<file path="src/rtl/dcache_config.svh">
// data cache configuration
`ifndef DCACHE_CONFIG_SVH
`define DCACHE_CONFIG_SVH

// cache geometry
`define DCACHE_WAYS 2
`define DCACHE_SETS 16
`define DCACHE_LINE_WORDS 4

// entries in the uncached store queue
`define DCACHE_QUEUE_DEPTH 4

`endif

</file>
<file path="src/rtl/dcache_mem_pkg.sv">
// memory side line and store types
`include "dcache_config.svh"

package dcache_mem_pkg;

    // word 0 sits in the low bits
    typedef logic [`DCACHE_LINE_WORDS-1:0][31:0] line_t;

    // one queued uncached store
    typedef struct packed {
        logic [31:0] addr;
        logic [31:0] data;
        logic [3:0]  wstrb;
    } ustore_t;

endpackage

</file>
<file path="src/rtl/dcache_pkg.sv">
// data cache address and control types
`include "dcache_config.svh"

package dcache_pkg;

    localparam int INDEX_W = $clog2(`DCACHE_SETS);
    localparam int WORD_SEL_W = $clog2(`DCACHE_LINE_WORDS);
    // byte offset inside a word is always two bits
    localparam int TAG_W = 32 - INDEX_W - WORD_SEL_W - 2;

    typedef logic [TAG_W-1:0] tag_t;
    typedef logic [INDEX_W-1:0] index_t;
    typedef logic [WORD_SEL_W-1:0] word_sel_t;
    typedef logic [$clog2(`DCACHE_WAYS)-1:0] way_t;

    typedef struct packed {
        tag_t      tag;
        index_t    index;
        word_sel_t word;
        logic [1:0] byte_sel;
    } addr_t;

    // one tag array entry
    typedef struct packed {
        logic valid;
        tag_t tag;
    } tagv_t;

    typedef enum logic [2:0] {
        LOOKUP,
        COMPARE,
        WRITEBACK_REQ,
        WRITEBACK_WAIT,
        REFILL_REQ,
        REFILL_WAIT,
        REPLAY,
        RESPOND
    } ctrl_state_t;

endpackage

</file>
<file path="src/rtl/dcache_array_if.sv">
// cache storage array interface
`timescale 1ns/1ps
`include "dcache_config.svh"

interface dcache_array_if
    import dcache_pkg::*, dcache_mem_pkg::*;
();

    index_t index;

    logic [`DCACHE_WAYS-1:0] tagv_we;
    tagv_t tagv_wdata;
    logic [`DCACHE_WAYS-1:0] dirty_we;
    logic dirty_wdata;
    logic [`DCACHE_WAYS-1:0] line_we;
    logic [`DCACHE_LINE_WORDS-1:0] line_wmask;
    line_t line_wdata;

    // read data, one cycle after index
    tagv_t [`DCACHE_WAYS-1:0] tagv_rdata;
    logic [`DCACHE_WAYS-1:0] dirty_rdata;
    line_t [`DCACHE_WAYS-1:0] line_rdata;

    // low while valid and dirty bits are swept after reset
    logic init_done;

    modport ctrl (
        output index, tagv_we, tagv_wdata, dirty_we, dirty_wdata,
        output line_we, line_wmask, line_wdata,
        input  tagv_rdata, line_rdata, init_done
    );

    modport arrays (
        input  index, tagv_we, tagv_wdata, dirty_we, dirty_wdata,
        input  line_we, line_wmask, line_wdata,
        output tagv_rdata, dirty_rdata, line_rdata, init_done
    );

    modport select (
        input index, tagv_rdata, dirty_rdata
    );

endinterface

</file>
<file path="src/rtl/dcache_ctrl.sv">
// data cache control fsm
`timescale 1ns/1ps
`include "dcache_config.svh"

module dcache_ctrl
    import dcache_pkg::*, dcache_mem_pkg::*;
(
    input  logic        clk,
    input  logic        rst,
    input  logic        req,
    input  logic        op,
    input  logic [31:0] addr,
    input  logic [31:0] wdata,
    input  logic [3:0]  wstrb,
    input  logic        cached,
    output logic        busy,
    output logic        done,
    output logic [31:0] rdata,
    output logic        mem_rd_req,
    output logic [31:0] mem_rd_addr,
    output logic        mem_wr_req,
    output logic [31:0] mem_wr_addr,
    output line_t       mem_wr_line,
    input  logic        mem_rd_rdy,
    input  logic        mem_ret_valid,
    input  line_t       mem_ret_line,
    input  logic        mem_wr_rdy,
    input  logic        mem_wr_valid,
    dcache_array_if.ctrl arr,
    input  logic        hit,
    input  way_t        hit_way,
    input  way_t        victim_way,
    input  logic        victim_dirty,
    output logic        touch,
    output tag_t        tag,
    output logic        push,
    output ustore_t     push_entry,
    input  logic        full
);

    ctrl_state_t state, state_next;
    addr_t cpu_addr;
    addr_t req_addr;
    logic req_op;
    logic req_cached;
    logic [31:0] req_wdata;
    logic [3:0] req_wstrb;
    logic accept;
    logic unc_store;
    logic [31:0] hit_word;
    logic [31:0] merged_word;
    tagv_t victim_tagv;

    assign cpu_addr = addr;
    assign busy = (state != LOOKUP) || !arr.init_done;
    assign accept = req && !busy;
    assign unc_store = req_op && !req_cached;

    always_ff @(posedge clk) begin
        if (accept) begin
            req_addr <= cpu_addr;
            req_op <= op;
            req_cached <= cached;
            req_wdata <= wdata;
            req_wstrb <= wstrb;
        end
    end

    always_ff @(posedge clk) begin
        if (rst) begin
            state <= LOOKUP;
        end else begin
            state <= state_next;
        end
    end

    always_comb begin
        state_next = state;
        case (state)
            LOOKUP: if (accept) state_next = cached ? COMPARE : RESPOND;
            COMPARE: begin
                if (hit) begin
                    state_next = RESPOND;
                end else begin
                    state_next = victim_dirty ? WRITEBACK_REQ : REFILL_REQ;
                end
            end
            WRITEBACK_REQ: if (mem_wr_rdy) state_next = WRITEBACK_WAIT;
            WRITEBACK_WAIT: if (mem_wr_valid) state_next = REFILL_REQ;
            REFILL_REQ: if (mem_rd_rdy) state_next = REFILL_WAIT;
            REFILL_WAIT: if (mem_ret_valid) state_next = REPLAY;
            // array read of the new line, then compare again
            REPLAY: state_next = COMPARE;
            RESPOND: if (!(unc_store && full)) state_next = LOOKUP;
            default: state_next = LOOKUP;
        endcase
    end

    // lookup reads with the incoming address, later states with the held one
    assign arr.index = (state == LOOKUP) ? cpu_addr.index : req_addr.index;

    assign hit_word = arr.line_rdata[hit_way][req_addr.word];
    always_comb begin
        for (int b = 0; b < 4; b++) begin
            merged_word[b*8 +: 8] = req_wstrb[b] ? req_wdata[b*8 +: 8] : hit_word[b*8 +: 8];
        end
    end

    always_comb begin
        arr.tagv_we = '0;
        arr.dirty_we = '0;
        arr.line_we = '0;
        arr.tagv_wdata = tagv_t'{1'b1, req_addr.tag};
        arr.dirty_wdata = 1'b0;
        arr.line_wmask = '1;
        arr.line_wdata = mem_ret_line;
        if (state == COMPARE && hit && req_op) begin
            // store hit writes only the addressed word
            arr.dirty_we[hit_way] = 1'b1;
            arr.dirty_wdata = 1'b1;
            arr.line_we[hit_way] = 1'b1;
            arr.line_wmask = '0;
            arr.line_wmask[req_addr.word] = 1'b1;
            arr.line_wdata = {`DCACHE_LINE_WORDS{merged_word}};
        end else if (state == REFILL_WAIT && mem_ret_valid) begin
            arr.tagv_we[victim_way] = 1'b1;
            arr.dirty_we[victim_way] = 1'b1;
            arr.line_we[victim_way] = 1'b1;
        end
    end

    always_ff @(posedge clk) begin
        if (state == COMPARE && hit) begin
            rdata <= hit_word;
        end
    end

    assign touch = (state == COMPARE) && hit;
    assign tag = req_addr.tag;
    assign done = (state == RESPOND) && !(unc_store && full);
    assign push = (state == RESPOND) && unc_store && !full;
    assign push_entry = ustore_t'{req_addr, req_wdata, req_wstrb};

    // victim line stays on the read port while its index is held
    assign victim_tagv = arr.tagv_rdata[victim_way];
    assign mem_wr_req = (state == WRITEBACK_REQ);
    assign mem_wr_addr = {victim_tagv.tag, req_addr.index, {(WORD_SEL_W + 2){1'b0}}};
    assign mem_wr_line = arr.line_rdata[victim_way];
    assign mem_rd_req = (state == REFILL_REQ);
    assign mem_rd_addr = {req_addr.tag, req_addr.index, {(WORD_SEL_W + 2){1'b0}}};

endmodule

</file>
<file path="src/flat_wrapper.sv">
// flat-port wrapper written by rule: the top's interface ports become plain ports
module dcache_ctrl_flat import dcache_pkg::*, dcache_mem_pkg::*;
  (clk, rst, req, op, addr, wdata, wstrb, cached, busy, done, rdata, mem_rd_req, mem_rd_addr, mem_wr_req, mem_wr_addr, mem_wr_line, mem_rd_rdy, mem_ret_valid, mem_ret_line, mem_wr_rdy, mem_wr_valid, hit, hit_way, victim_way, victim_dirty, touch, tag, push, push_entry, full, arr_index, arr_tagv_we, arr_tagv_wdata, arr_dirty_we, arr_dirty_wdata, arr_line_we, arr_line_wmask, arr_line_wdata, arr_tagv_rdata, arr_line_rdata, arr_init_done);
  dcache_array_if arr_i ();
  input  logic clk;
  input  logic rst;
  input  logic req;
  input  logic op;
  input  logic [31:0] addr;
  input  logic [31:0] wdata;
  input  logic [3:0] wstrb;
  input  logic cached;
  output logic busy;
  output logic done;
  output logic [31:0] rdata;
  output logic mem_rd_req;
  output logic [31:0] mem_rd_addr;
  output logic mem_wr_req;
  output logic [31:0] mem_wr_addr;
  output line_t mem_wr_line;
  input  logic mem_rd_rdy;
  input  logic mem_ret_valid;
  input  line_t mem_ret_line;
  input  logic mem_wr_rdy;
  input  logic mem_wr_valid;
  input  logic hit;
  input  way_t hit_way;
  input  way_t victim_way;
  input  logic victim_dirty;
  output logic touch;
  output tag_t tag;
  output logic push;
  output ustore_t push_entry;
  input  logic full;
  output wire logic [$bits(arr_i.index)-1:0] arr_index;
  output wire logic [$bits(arr_i.tagv_we)-1:0] arr_tagv_we;
  output wire logic [$bits(arr_i.tagv_wdata)-1:0] arr_tagv_wdata;
  output wire logic [$bits(arr_i.dirty_we)-1:0] arr_dirty_we;
  output wire logic [$bits(arr_i.dirty_wdata)-1:0] arr_dirty_wdata;
  output wire logic [$bits(arr_i.line_we)-1:0] arr_line_we;
  output wire logic [$bits(arr_i.line_wmask)-1:0] arr_line_wmask;
  output wire logic [$bits(arr_i.line_wdata)-1:0] arr_line_wdata;
  input wire logic [$bits(arr_i.tagv_rdata)-1:0] arr_tagv_rdata;
  input wire logic [$bits(arr_i.line_rdata)-1:0] arr_line_rdata;
  input wire logic [$bits(arr_i.init_done)-1:0] arr_init_done;
  assign arr_index = arr_i.index;
  assign arr_tagv_we = arr_i.tagv_we;
  assign arr_tagv_wdata = arr_i.tagv_wdata;
  assign arr_dirty_we = arr_i.dirty_we;
  assign arr_dirty_wdata = arr_i.dirty_wdata;
  assign arr_line_we = arr_i.line_we;
  assign arr_line_wmask = arr_i.line_wmask;
  assign arr_line_wdata = arr_i.line_wdata;
  assign arr_i.tagv_rdata = arr_tagv_rdata;
  assign arr_i.line_rdata = arr_line_rdata;
  assign arr_i.init_done = arr_init_done;
  dcache_ctrl u_core (.clk(clk), .rst(rst), .req(req), .op(op), .addr(addr), .wdata(wdata), .wstrb(wstrb), .cached(cached), .busy(busy), .done(done), .rdata(rdata), .mem_rd_req(mem_rd_req), .mem_rd_addr(mem_rd_addr), .mem_wr_req(mem_wr_req), .mem_wr_addr(mem_wr_addr), .mem_wr_line(mem_wr_line), .mem_rd_rdy(mem_rd_rdy), .mem_ret_valid(mem_ret_valid), .mem_ret_line(mem_ret_line), .mem_wr_rdy(mem_wr_rdy), .mem_wr_valid(mem_wr_valid), .arr(arr_i), .hit(hit), .hit_way(hit_way), .victim_way(victim_way), .victim_dirty(victim_dirty), .touch(touch), .tag(tag), .push(push), .push_entry(push_entry), .full(full));
endmodule
</file>
<file path="config.mk">
export PLATFORM = sky130hd
export DESIGN_NAME = dcache_ctrl_flat
export DESIGN_NICKNAME = d
export VERILOG_FILES = /design/src/rtl/dcache_mem_pkg.sv /design/src/rtl/dcache_pkg.sv /design/src/rtl/dcache_array_if.sv /design/src/rtl/dcache_ctrl.sv /design/src/flat_wrapper.sv
export VERILOG_INCLUDE_DIRS = /design/src /design/src/rtl
export SDC_FILE = /design/constraint.sdc
export NUM_CORES = 1
export LEC_CHECK = 0
export BUFFER_PORTS_ARGS = -buffer_cell sky130_fd_sc_hd__buf_4
export CAP_MARGIN = 0
export CORE_AREA = 10 10 386 388
export DETAILED_ROUTE_END_ITERATION = 8
export DIE_AREA = 0 0 396 398
export PLACE_DENSITY_LB_ADDON = 0.1
export SLEW_MARGIN = 10
export SYNTH_ARGS = -nofsm -noshare
export SYNTH_HDL_FRONTEND = slang
export SYNTH_SLANG_ARGS = --single-unit
</file>
<file path="constraint.sdc">
create_clock -name clk -period 4.88 [get_ports clk]
set_clock_uncertainty 0.05 [all_clocks]
set_input_delay 0.488 -clock clk [delete_from_list [all_inputs] [get_ports clk]]
set_output_delay 0.488 -clock clk [all_outputs]
set_load 0.03 [all_outputs]
</file>
# ---- Word-level counts from Yosys, hierarchy flattened
# Index checks and enable logic that the tools add are counted.
dict set report classes {
  mux 35
  eq_ne 13
  reduce_logical 21
  n_lt_le_gt_ge 6
}
# op n
set op_table {}
lappend op_table {{128-bit two-way mux} 5}
lappend op_table {{32-bit binary-select mux with 2-bit select} 1}
lappend op_table {{24-bit two-way mux} 2}
lappend op_table {{32-bit two-way mux} 1}
lappend op_table {{8-bit two-way mux} 4}
lappend op_table {{3-bit two-way mux} 9}
lappend op_table {{3-bit case mux with 8 select lines} 1}
lappend op_table {{3-bit == test, second input constant} 4}
lappend op_table {{1-bit logical AND} 12}
lappend op_table {{4-bit two-way mux} 2}
lappend op_table {{3-bit by 2-bit == test with 1-bit output, second input constant} 2}
lappend op_table {{2-bit two-way mux} 3}
lappend op_table {{2-bit by 1-bit inequality test with 1-bit output, second input constant} 3}
lappend op_table {{2-bit inequality test, second input constant} 3}
lappend op_table {{6-bit AND reduction} 1}
lappend op_table {{1-bit logical NOT} 5}
lappend op_table {{1-bit by 2-bit < comparator with 1-bit output, second input constant} 2}
lappend op_table {{1-bit two-way mux} 4}
lappend op_table {{3-bit by 1-bit == test with 1-bit output, second input constant} 1}
lappend op_table {{3-bit logical NOT} 1}
lappend op_table {{2-bit by 3-bit < comparator with 1-bit output, second input constant} 1}
lappend op_table {{3-bit nonzero test} 1}
lappend op_table {{1-bit demux with 1-bit select} 2}
lappend op_table {{1-bit demux with 2-bit select} 1}
lappend op_table {{3 further kinds} 4}
dict set report word_totals {
  in_bits 517
  word_cells 85
  regBits 105
}

# ---- Depth between registers and ports, before layout
# Gate-level depths: netlist (run 1).
dict set report depth {
  ltp_word 6
  mapped_depth 7
}

# ---- Least setup slack after synthesis (run 1)
# No wires, ideal clock.
dict set report synth_path {
  kind {register -> register}
  from {register u_core.state[2]}
  to {register u_core.req_addr, in the netlist u_core.mem_rd_addr[4], enable pin}
  setup_slack_ps 1904
  t_arrival_ps 2490
  required_time_ps 4394
  path_buffers 1
  synth_period_minus_slack_ps 2976
  path_stages_with_launch 4
  setup_time_ps 436
  cell_sequence {dfxtp_1 > buf_2 > nor3_4 > and3_1}
}
dict set report synth_via {
  elab_chain_len 4
}
# item line
set synth_lines {}
lappend synth_lines {{start, declared} dcache_ctrl.sv:41} ;# ctrl_state_t state, state_next;
lappend synth_lines {{start signal, assigned} dcache_ctrl.sv:73} ;# state <= state_next;
lappend synth_lines {{3-bit nonzero test} dcache_ctrl.sv:55} ;# assign busy = (state != LOOKUP) || !arr.init_done;
lappend synth_lines {{1-bit logical OR} dcache_ctrl.sv:55}
lappend synth_lines {{1-bit logical NOT} dcache_ctrl.sv:56} ;# assign accept = req && !busy;
lappend synth_lines {{1-bit logical AND} dcache_ctrl.sv:56}
lappend synth_lines {{net u_core.accept} dcache_ctrl.sv:48} ;# logic accept;
lappend synth_lines {{end signal, assigned} dcache_ctrl.sv:61} ;# req_addr <= cpu_addr;
lappend synth_lines {{end, declared} dcache_ctrl.sv:43} ;# addr_t req_addr;
# The timed path passes the listed nets, and every way through them passes these cells.
# A chain may end at the register's enable or synchronous reset.

# ---- Final worst setup path (run 1)
dict set report layout_path {
  from {register u_core.req_addr, in the netlist u_core.push_entry[38]}
  to {output port arr_line_wdata[95]}
}
dict set report layout_via {
  elab_chain_len 4
}
# item line
set layout_lines {}
lappend layout_lines {{32-bit binary-select mux with 2-bit select} dcache_ctrl.sv:102} ;# assign hit_word = arr.line_rdata[hit_way][req_addr.word];
lappend layout_lines {{32-bit two-way mux (not written as such)} dcache_ctrl.sv:102}
lappend layout_lines {{8-bit two-way mux} dcache_ctrl.sv:105} ;# merged_word[b*8 +: 8] = req_wstrb[b] ? req_wdata[b*8 +: 8] : hit_word[b*8 +: 8];
lappend layout_lines {{128-bit two-way mux} dcache_ctrl.sv:117} ;# if (state == COMPARE && hit && req_op) begin
lappend layout_lines {{end, declared} flat_wrapper.sv:42} ;# output wire logic [$bits(arr_i.line_wdata)-1:0] arr_line_wdata;
# No other way between the ends. The select of a mux whose other input is x is not followed.

==> results of run 1 <==
[how the worst max path moves through the flow]
stage / from / to / slack [ps] / cells after the start
CTS: u_core.push_entry[38] / arr_line_wdata[63] / 650 / 7
floorplan: u_core.state[2] / u_core.mem_rd_addr[4] / 1900 / 3
detailed placement: hit_way / arr_line_wdata[56] / 1220 / 7
global route: u_core.push_entry[38] / arr_line_wdata[95] / 600 / 7
global placement: hit_way / arr_line_wdata[123] / 1250 / 7
finish: u_core.push_entry[38] / arr_line_wdata[95] / 820 / 7
[stage by stage]
step                setup slack (ps)  area, sq um
floorplan                       1900        10100
global placement                1250        19100
detailed placement              1220        19100
CTS                              649        19400
global route                     601        19500
finish                           824        19500
[worst max-delay path, stage by stage, from the launching register on]
cell and delay, ps:
edfxtp_1 710, or2_4 620, buf_4 380, o22ai_1 330
buf_4 290, o311ai_4 410, nand2_1 110, buf_4 180
[kinds of logic (layout without fill, tap and decap cells)]
kind of cell	count (synthesis)	count (layout)	synth area share
muxes	286	286	0.303
buffers and inverters	165	1043	0.113
other	2	19	0.000743
DFF	105	105	0.309
and+or+nand+nor	359	359	0.159
AOI/OAI and AO/OA	105	105	0.116
[synth_stat cells, drive strengths merged, types with 2 or more instances]
cell    number
or2         32
nor3         4
clkbuf      15
a211oi       2
nor2b        4
conb         2
nand2      258
nor4b        2
o311ai      31
nor2        14
edfxtp     102
mux2i      127
nand2b      37
dfxtp        3
buf        146
mux2       159
o22ai       65
inv          4
[where the power goes]
group / switching (mW) / internal [mW]
clock network: 0.491 / 0.367
logic: 2.25 / 1.29
registers: 0.144 / 1.17
[metal layers]
metal / vias to the layer above / track usage / wire length, um
li1: 5355 / - / -
met1: 5559 / 0.108 / 32300
met2: 528 / 0.199 / 48300
met3: 56 / 0.0399 / 6990
met4: 2 / 0.0336 / 1920
met5: - / 0 / 13
[flip-flops by register name (all words and copies together) (netlist names)]
register / cells
u_core.req_op: 1
u_core.push_entry: 4
u_core.state: 3
u_core.req_wstrb: 4
u_core.tag: 24
u_core.req_cached: 1
u_core.req_wdata: 32
u_core.rdata: 32
u_core.mem_rd_addr: 4
[layout make-up]
class                      instances  share of cell area
sequential                       105               0.161
inverter                           4             0.00103
timing repair buffer            1023               0.397
antenna                           10             0.00129
multi-input combinational        759               0.303
tap                             1890               0.122
clock inverter                     7             0.00412
clock buffer                       9              0.0116
==> summary.txt, run 1 <==
CTS
  – # clock sinks: between 100 and 150
  – Hold_buf cts: 0
  – Clock Path Buffers: 2
  – Cts repair resizes: 0
  – Clk root buf: clkbuf_16
  – Worst-path clk slew: between 100 and 150 ps
  – Clock latency on the worst-skew pair: 440 ps
  – H-tree depth: 3
  – CTS tree: built
  – Num CTS Buffers: 9
  – # Post-CTS Setup Buffers: 0

Timing
  – FMAX: 247 MHz
  – Slew HR: 0.318
  – Final Critical Period: 4060 ps
  – Hold_ws: between 150 and 200 ps
  – Period Utilization, post-route: 0.831
  – Setup-violating endpoint count in the final report: 0
  – Setup_tns: 0 ps
  – Fin. max-slew vios: 0
  – RSZ-0062 raised after global routing: no
  – Worst Tran Pin Value: 1020 ps
  – Final hold violations: 0

Place
  – Routability cong.: 0.866
  – Placed Cells: ~3800
  – DPL Wire Length: ~77000 um
  – Buffers on Ports: roughly 1000

Hold path
  – HP Class: in2reg
  – Hold Path Sink: u_core.req_wdata[4]
  – Worst Hold Launch: wdata[4]
  – Hold Crit Depth: 1

Route
  – Initial DRC count: around 440
  – WL per Instance: approximately 24 um
  – Post-Route WL: 89500 um
  – Via density: 3.02
  – First-pass DRT Iterations: 5
  – Antenna-violating nets left: 0
  – DR vias: 11500
  – Residual DRC count: 0

Setup path
  – R2R depth: 5
  – WP data arrival: 3520 ps
  – WS Path Type: reg2out
  – CP Max Fanout: 19
  – Critical Path Start Type: register
  – Reg2reg end: u_core.rdata[31]
  – Critical Path End Type: output pin
  – Worst Path Required: around 4300 ps
  – Worst r2r src: u_core.push_entry[38]
  – Reg2reg setup slack: 1980 ps

Die
  – Die width: between 300 and 400 um
  – Die Y: ~400 um
  – Io pins: approximately 1000
  – Std cell rows: ~140
  – Total core area: roughly 140000 sq um
  – Initial Util: 0.0717
  – Die ar.: ~160000 sq um

Global routing
  – Tot GR Track Use: 0.106
  – Via count of the first global-routing pass: ~13000
  – Grt ovf: 0
  – Initial antenna violation count: 16
  – Largest net degree at the start of global routing: 77
  – First-pass GRT wire length: between 100000 and 150000 um

Status
  – Outcome: completed

Logic synthesis
  – Synth Cell Area: roughly 10000 sq um
  – Synth Register Bits: between 100 and 150
  – Post-synthesis cell count: between 1000 and 1500
  – Post-synth top flop: edfxtp_1
  – Post-synth top area cell: edfxtp_1
  – Avg Cell Area, Syn: a little under 10 sq um
  – EDFF count, synth: 102
  – Ys async rst share: 0
  – Ys Warns: 0
  – Area contributors post-synth: edfxtp_1 30%, mux2_2 18%, mux2i_1 13%
  – Sequential-to-total area share from yosys stat: 0.309
  – Share of the synthesized area in the top cell type: 0.303
  – Synth cell types: 42

Layout
  – Commonest non-fill, non-tap cell in the layout: buf_4
  – Final Util: 0.138
  – # nets final: between 2000 and 2500
  – Register Area: between 3000 and 4000 sq um
  – Most frequent cells in the layout: 1019 x buf_4, 256 x nand2_1, 159 x mux2_2
  – Fin cells: ~3800
  – Footprint of the multi-input gates: a little under 6000 sq um
  – Share of cells above drive strength 1: 0.652
  – Filler cells: ~16000
  – Area grow syn2layout: 92.4%

Pwr
  – Final Power: about 5.7 mW
  – Power Density: 294 nW/um^2
  – Leakage: 8.90 nW
  – VDD IR max: approximately 160 uV

Flow run
  – MaxCap Viol Count: 0
Power figures use the tool's default switching activity.
==> run 2, diff against run 1 <==
--- a/config.mk
+++ b/config.mk
@@ -8,9 +8,9 @@
 export LEC_CHECK = 0
 export BUFFER_PORTS_ARGS = -buffer_cell sky130_fd_sc_hd__buf_4
 export CAP_MARGIN = 0
-export CORE_AREA = 10 10 386 388
+export CORE_AREA = 10 10 379 381
 export DETAILED_ROUTE_END_ITERATION = 8
-export DIE_AREA = 0 0 396 398
+export DIE_AREA = 0 0 389 391
 export PLACE_DENSITY_LB_ADDON = 0.1
 export SLEW_MARGIN = 10
 export SYNTH_ARGS = -nofsm -noshare
==> constraint.sdc (replaced) <==
create_clock -name clk -period 3.8 [get_ports clk]
set_clock_uncertainty 0.05 [all_clocks]
set_input_delay 0.38 -clock clk [delete_from_list [all_inputs] [get_ports clk]]
set_output_delay 0.38 -clock clk [all_outputs]
set_load 0.03 [all_outputs]
==> summary.txt, run 2 (same netlist as run 1, synthesis figures left out) <==
Status
  – Outcome: completed (unchanged)

Global routing
  – Initial antenna violation count: 19 (was 16)
  – Grt ovf: 0 (unchanged)
  – Largest net degree at the start of global routing: 126 (was 77)
  – Via count of the first global-routing pass: 12700 (about the same)
  – Tot GR Track Use: 0.117 (was 0.106)
  – First-pass GRT wire length: 121000 um (was 115000 um)

Die
  – Io pins: 1007 (unchanged)
  – Die ar.: 152000 sq um (was 158000 sq um)
  – Std cell rows: 136 (was 138)
  – Total core area: 136000 sq um (was 141000 sq um)
  – Die Y: 391 um (was 398 um)
  – Initial Util: 0.0742 (was 0.0717)
  – Die width: 389 um (was 396 um)

CTS
  – CTS tree: built (unchanged)
  – Num CTS Buffers: 9 (unchanged)
  – # clock sinks: 105 (unchanged)
  – Cts repair resizes: 0 (unchanged)
  – # Post-CTS Setup Buffers: 0 (unchanged)
  – Worst-path clk slew: 100 ps (was 110 ps)
  – Clock Path Buffers: 2 (unchanged)
  – Hold_buf cts: 0 (unchanged)
  – Clock latency on the worst-skew pair: 420 ps (was 440 ps)
  – Clk root buf: clkbuf_16 (unchanged)
  – H-tree depth: 3 (unchanged)

Timing
  – Final Critical Period: between 3000 and 4000 ps
  – Worst Tran Pin Value: 955 ps (was 1020 ps)
  – Setup_tns: 0 ps (unchanged)
  – Period Utilization, post-route: 0.887
  – Final hold violations: 0 (unchanged)
  – FMAX: between 200 and 300 MHz
  – Slew HR: 0.363 (was 0.318)
  – Setup-violating endpoint count in the final report: 0 (unchanged)
  – Hold_ws: 71.3 ps (was 155 ps)
  – Fin. max-slew vios: 0 (unchanged)
  – RSZ-0062 raised after global routing: no (unchanged)

Route
  – Initial DRC count: 436 (was 435)
  – Antenna-violating nets left: 0 (unchanged)
  – Post-Route WL: 94400 um (was 89500 um)
  – First-pass DRT Iterations: 4 (was 5)
  – DR vias: 11400 (was 11500)
  – Via density: 3.07 (was 3.02)
  – WL per Instance: 25.4 um (was 23.5 um)
  – Residual DRC count: 0 (unchanged)

Setup path
  – Critical Path Start Type: register (unchanged)
  – Top delay family on crit path: simple AND/OR/NAND/NOR gates (was buffers and inverters)
  – CP max stage delay: 650 ps (was 710 ps)
  – CP Max Fanout: 16 (was 19)
  – Critical path's slowest cell: edfxtp_1 (unchanged)
  – Buf+Inv Stages, Crit Path: 2 (was 3)
  – WS Path Type: reg2out (unchanged)
  – Worst Path Required: 3370 ps (was 4340 ps)
  – Worst-path cell chain: nand2b_4, buf_12, o22ai_1, o311ai_2, nand2_1, buf_4 (was or2_4, buf_4, o22ai_1, buf_4, o311ai_4, nand2_1, buf_4)
  – WP data arrival: 2940 ps (was 3520 ps)
  – Critical Path End Type: output pin (unchanged)

Layout
  – Fin cells: 3710 (was 3807)
  – Commonest non-fill, non-tap cell in the layout: buf_4 (unchanged)
  – Most frequent cells in the layout: 1016 x buf_4, 256 x nand2_1, 159 x mux2_2 (was 1019 x buf_4, 256 x nand2_1, 159 x mux2_2)
  – Cell area after layout: 19500 sq um (about the same)
  – Area grow syn2layout: 92.6% (was 92.4%)
  – Share of cells above drive strength 1: 0.653 (was 0.652)
  – # nets final: 2424 (was 2419)

Pwr
  – VDD IR max: 168 uV (was 157 uV)
  – Final Power: 7.41 mW (was 5.72 mW)
  – Leakage: 8.97 nW (was 8.90 nW)
  – Power Density: 380 nW/um^2 (was 294 nW/um^2)

Place
  – Buffers on Ports: 995 (unchanged)
  – Routability cong.: 0.815 (was 0.866)
  – Placed Cells: 3690 (was 3781)
  – DPL Wire Length: 82500 um (was 77000 um)
  – Area post-placement: 19100 sq um (about the same)

Flow run
  – MaxCap Viol Count: 0 (unchanged)

Hold path
  – HP Class: in2reg (unchanged)
==> run 2: cell count changes in the layout (fill, tap and decap cells not counted) <==
cell        before   now
clkinvlp_4       1     0
clkbuf_8         1     2
diode_2         10     4
inv_8            2     1
inv_12           0     1
buf_6            1     0
clkinv_8         2     3
buf_4         1019  1016
buf_12           2    10
==> run 2: power breakdown <==
group | internal [mW] | switching (mW)
combinational | 1.69 | 2.90
sequential | 1.51 | 0.202
clock | 0.482 | 0.623
total | 3.68 | 3.73
==> run 2: worst paths after layout <==
check	start	endpoint	slack [ps]	cells past startpoint
hold reg to reg	u_core.state[2]	u_core.state[2]	670	2
hold / removal	addr[17]	u_core.tag[9]	70	1
setup / recovery	u_core.push_entry[38]	arr_line_wdata[113]	430	6
setup reg to reg	u_core.state[0]	u_core.req_wstrb[1]	1390	3
==> run 2: area by class of cell <==
cell class                      instances  area [sq um]
Antenna cell                            4          10.0
Clock buffer                            9           225
Clock inverter                          7          93.8
Fill cell                           15600        117000
Inverter                                4          20.0
Multi-Input combinational cell        759          5900
Sequential cell                       105          3120
Tap cell                             1794          2240
Timing Repair Buffer                 1028          7860
==> run 2: worst reg2reg max path, delay by kind of cell, from the launching register on <==
kind | cells | cell delay, ps
AND/OR/NAND/NOR | 2 | 1080
flip-flops | 1 | 490
buffers and inverters | 1 | 320
==> run 2: metrics by stage <==
step / setup WS, ps / utilization
finish: 430 / 0.143
CTS: 244 / 0.143
detailed placement: 636 / 0.140
global route: 162 / 0.143
global placement: 702 / 0.140
floorplan: 824 / -
==> run 2: per-layer routing <==
metal	wire length (um)	global-route usage
met5	47	0
met3	7510	0.0402
met1	36700	0.131
met2	48900	0.212
met4	1180	0.0234
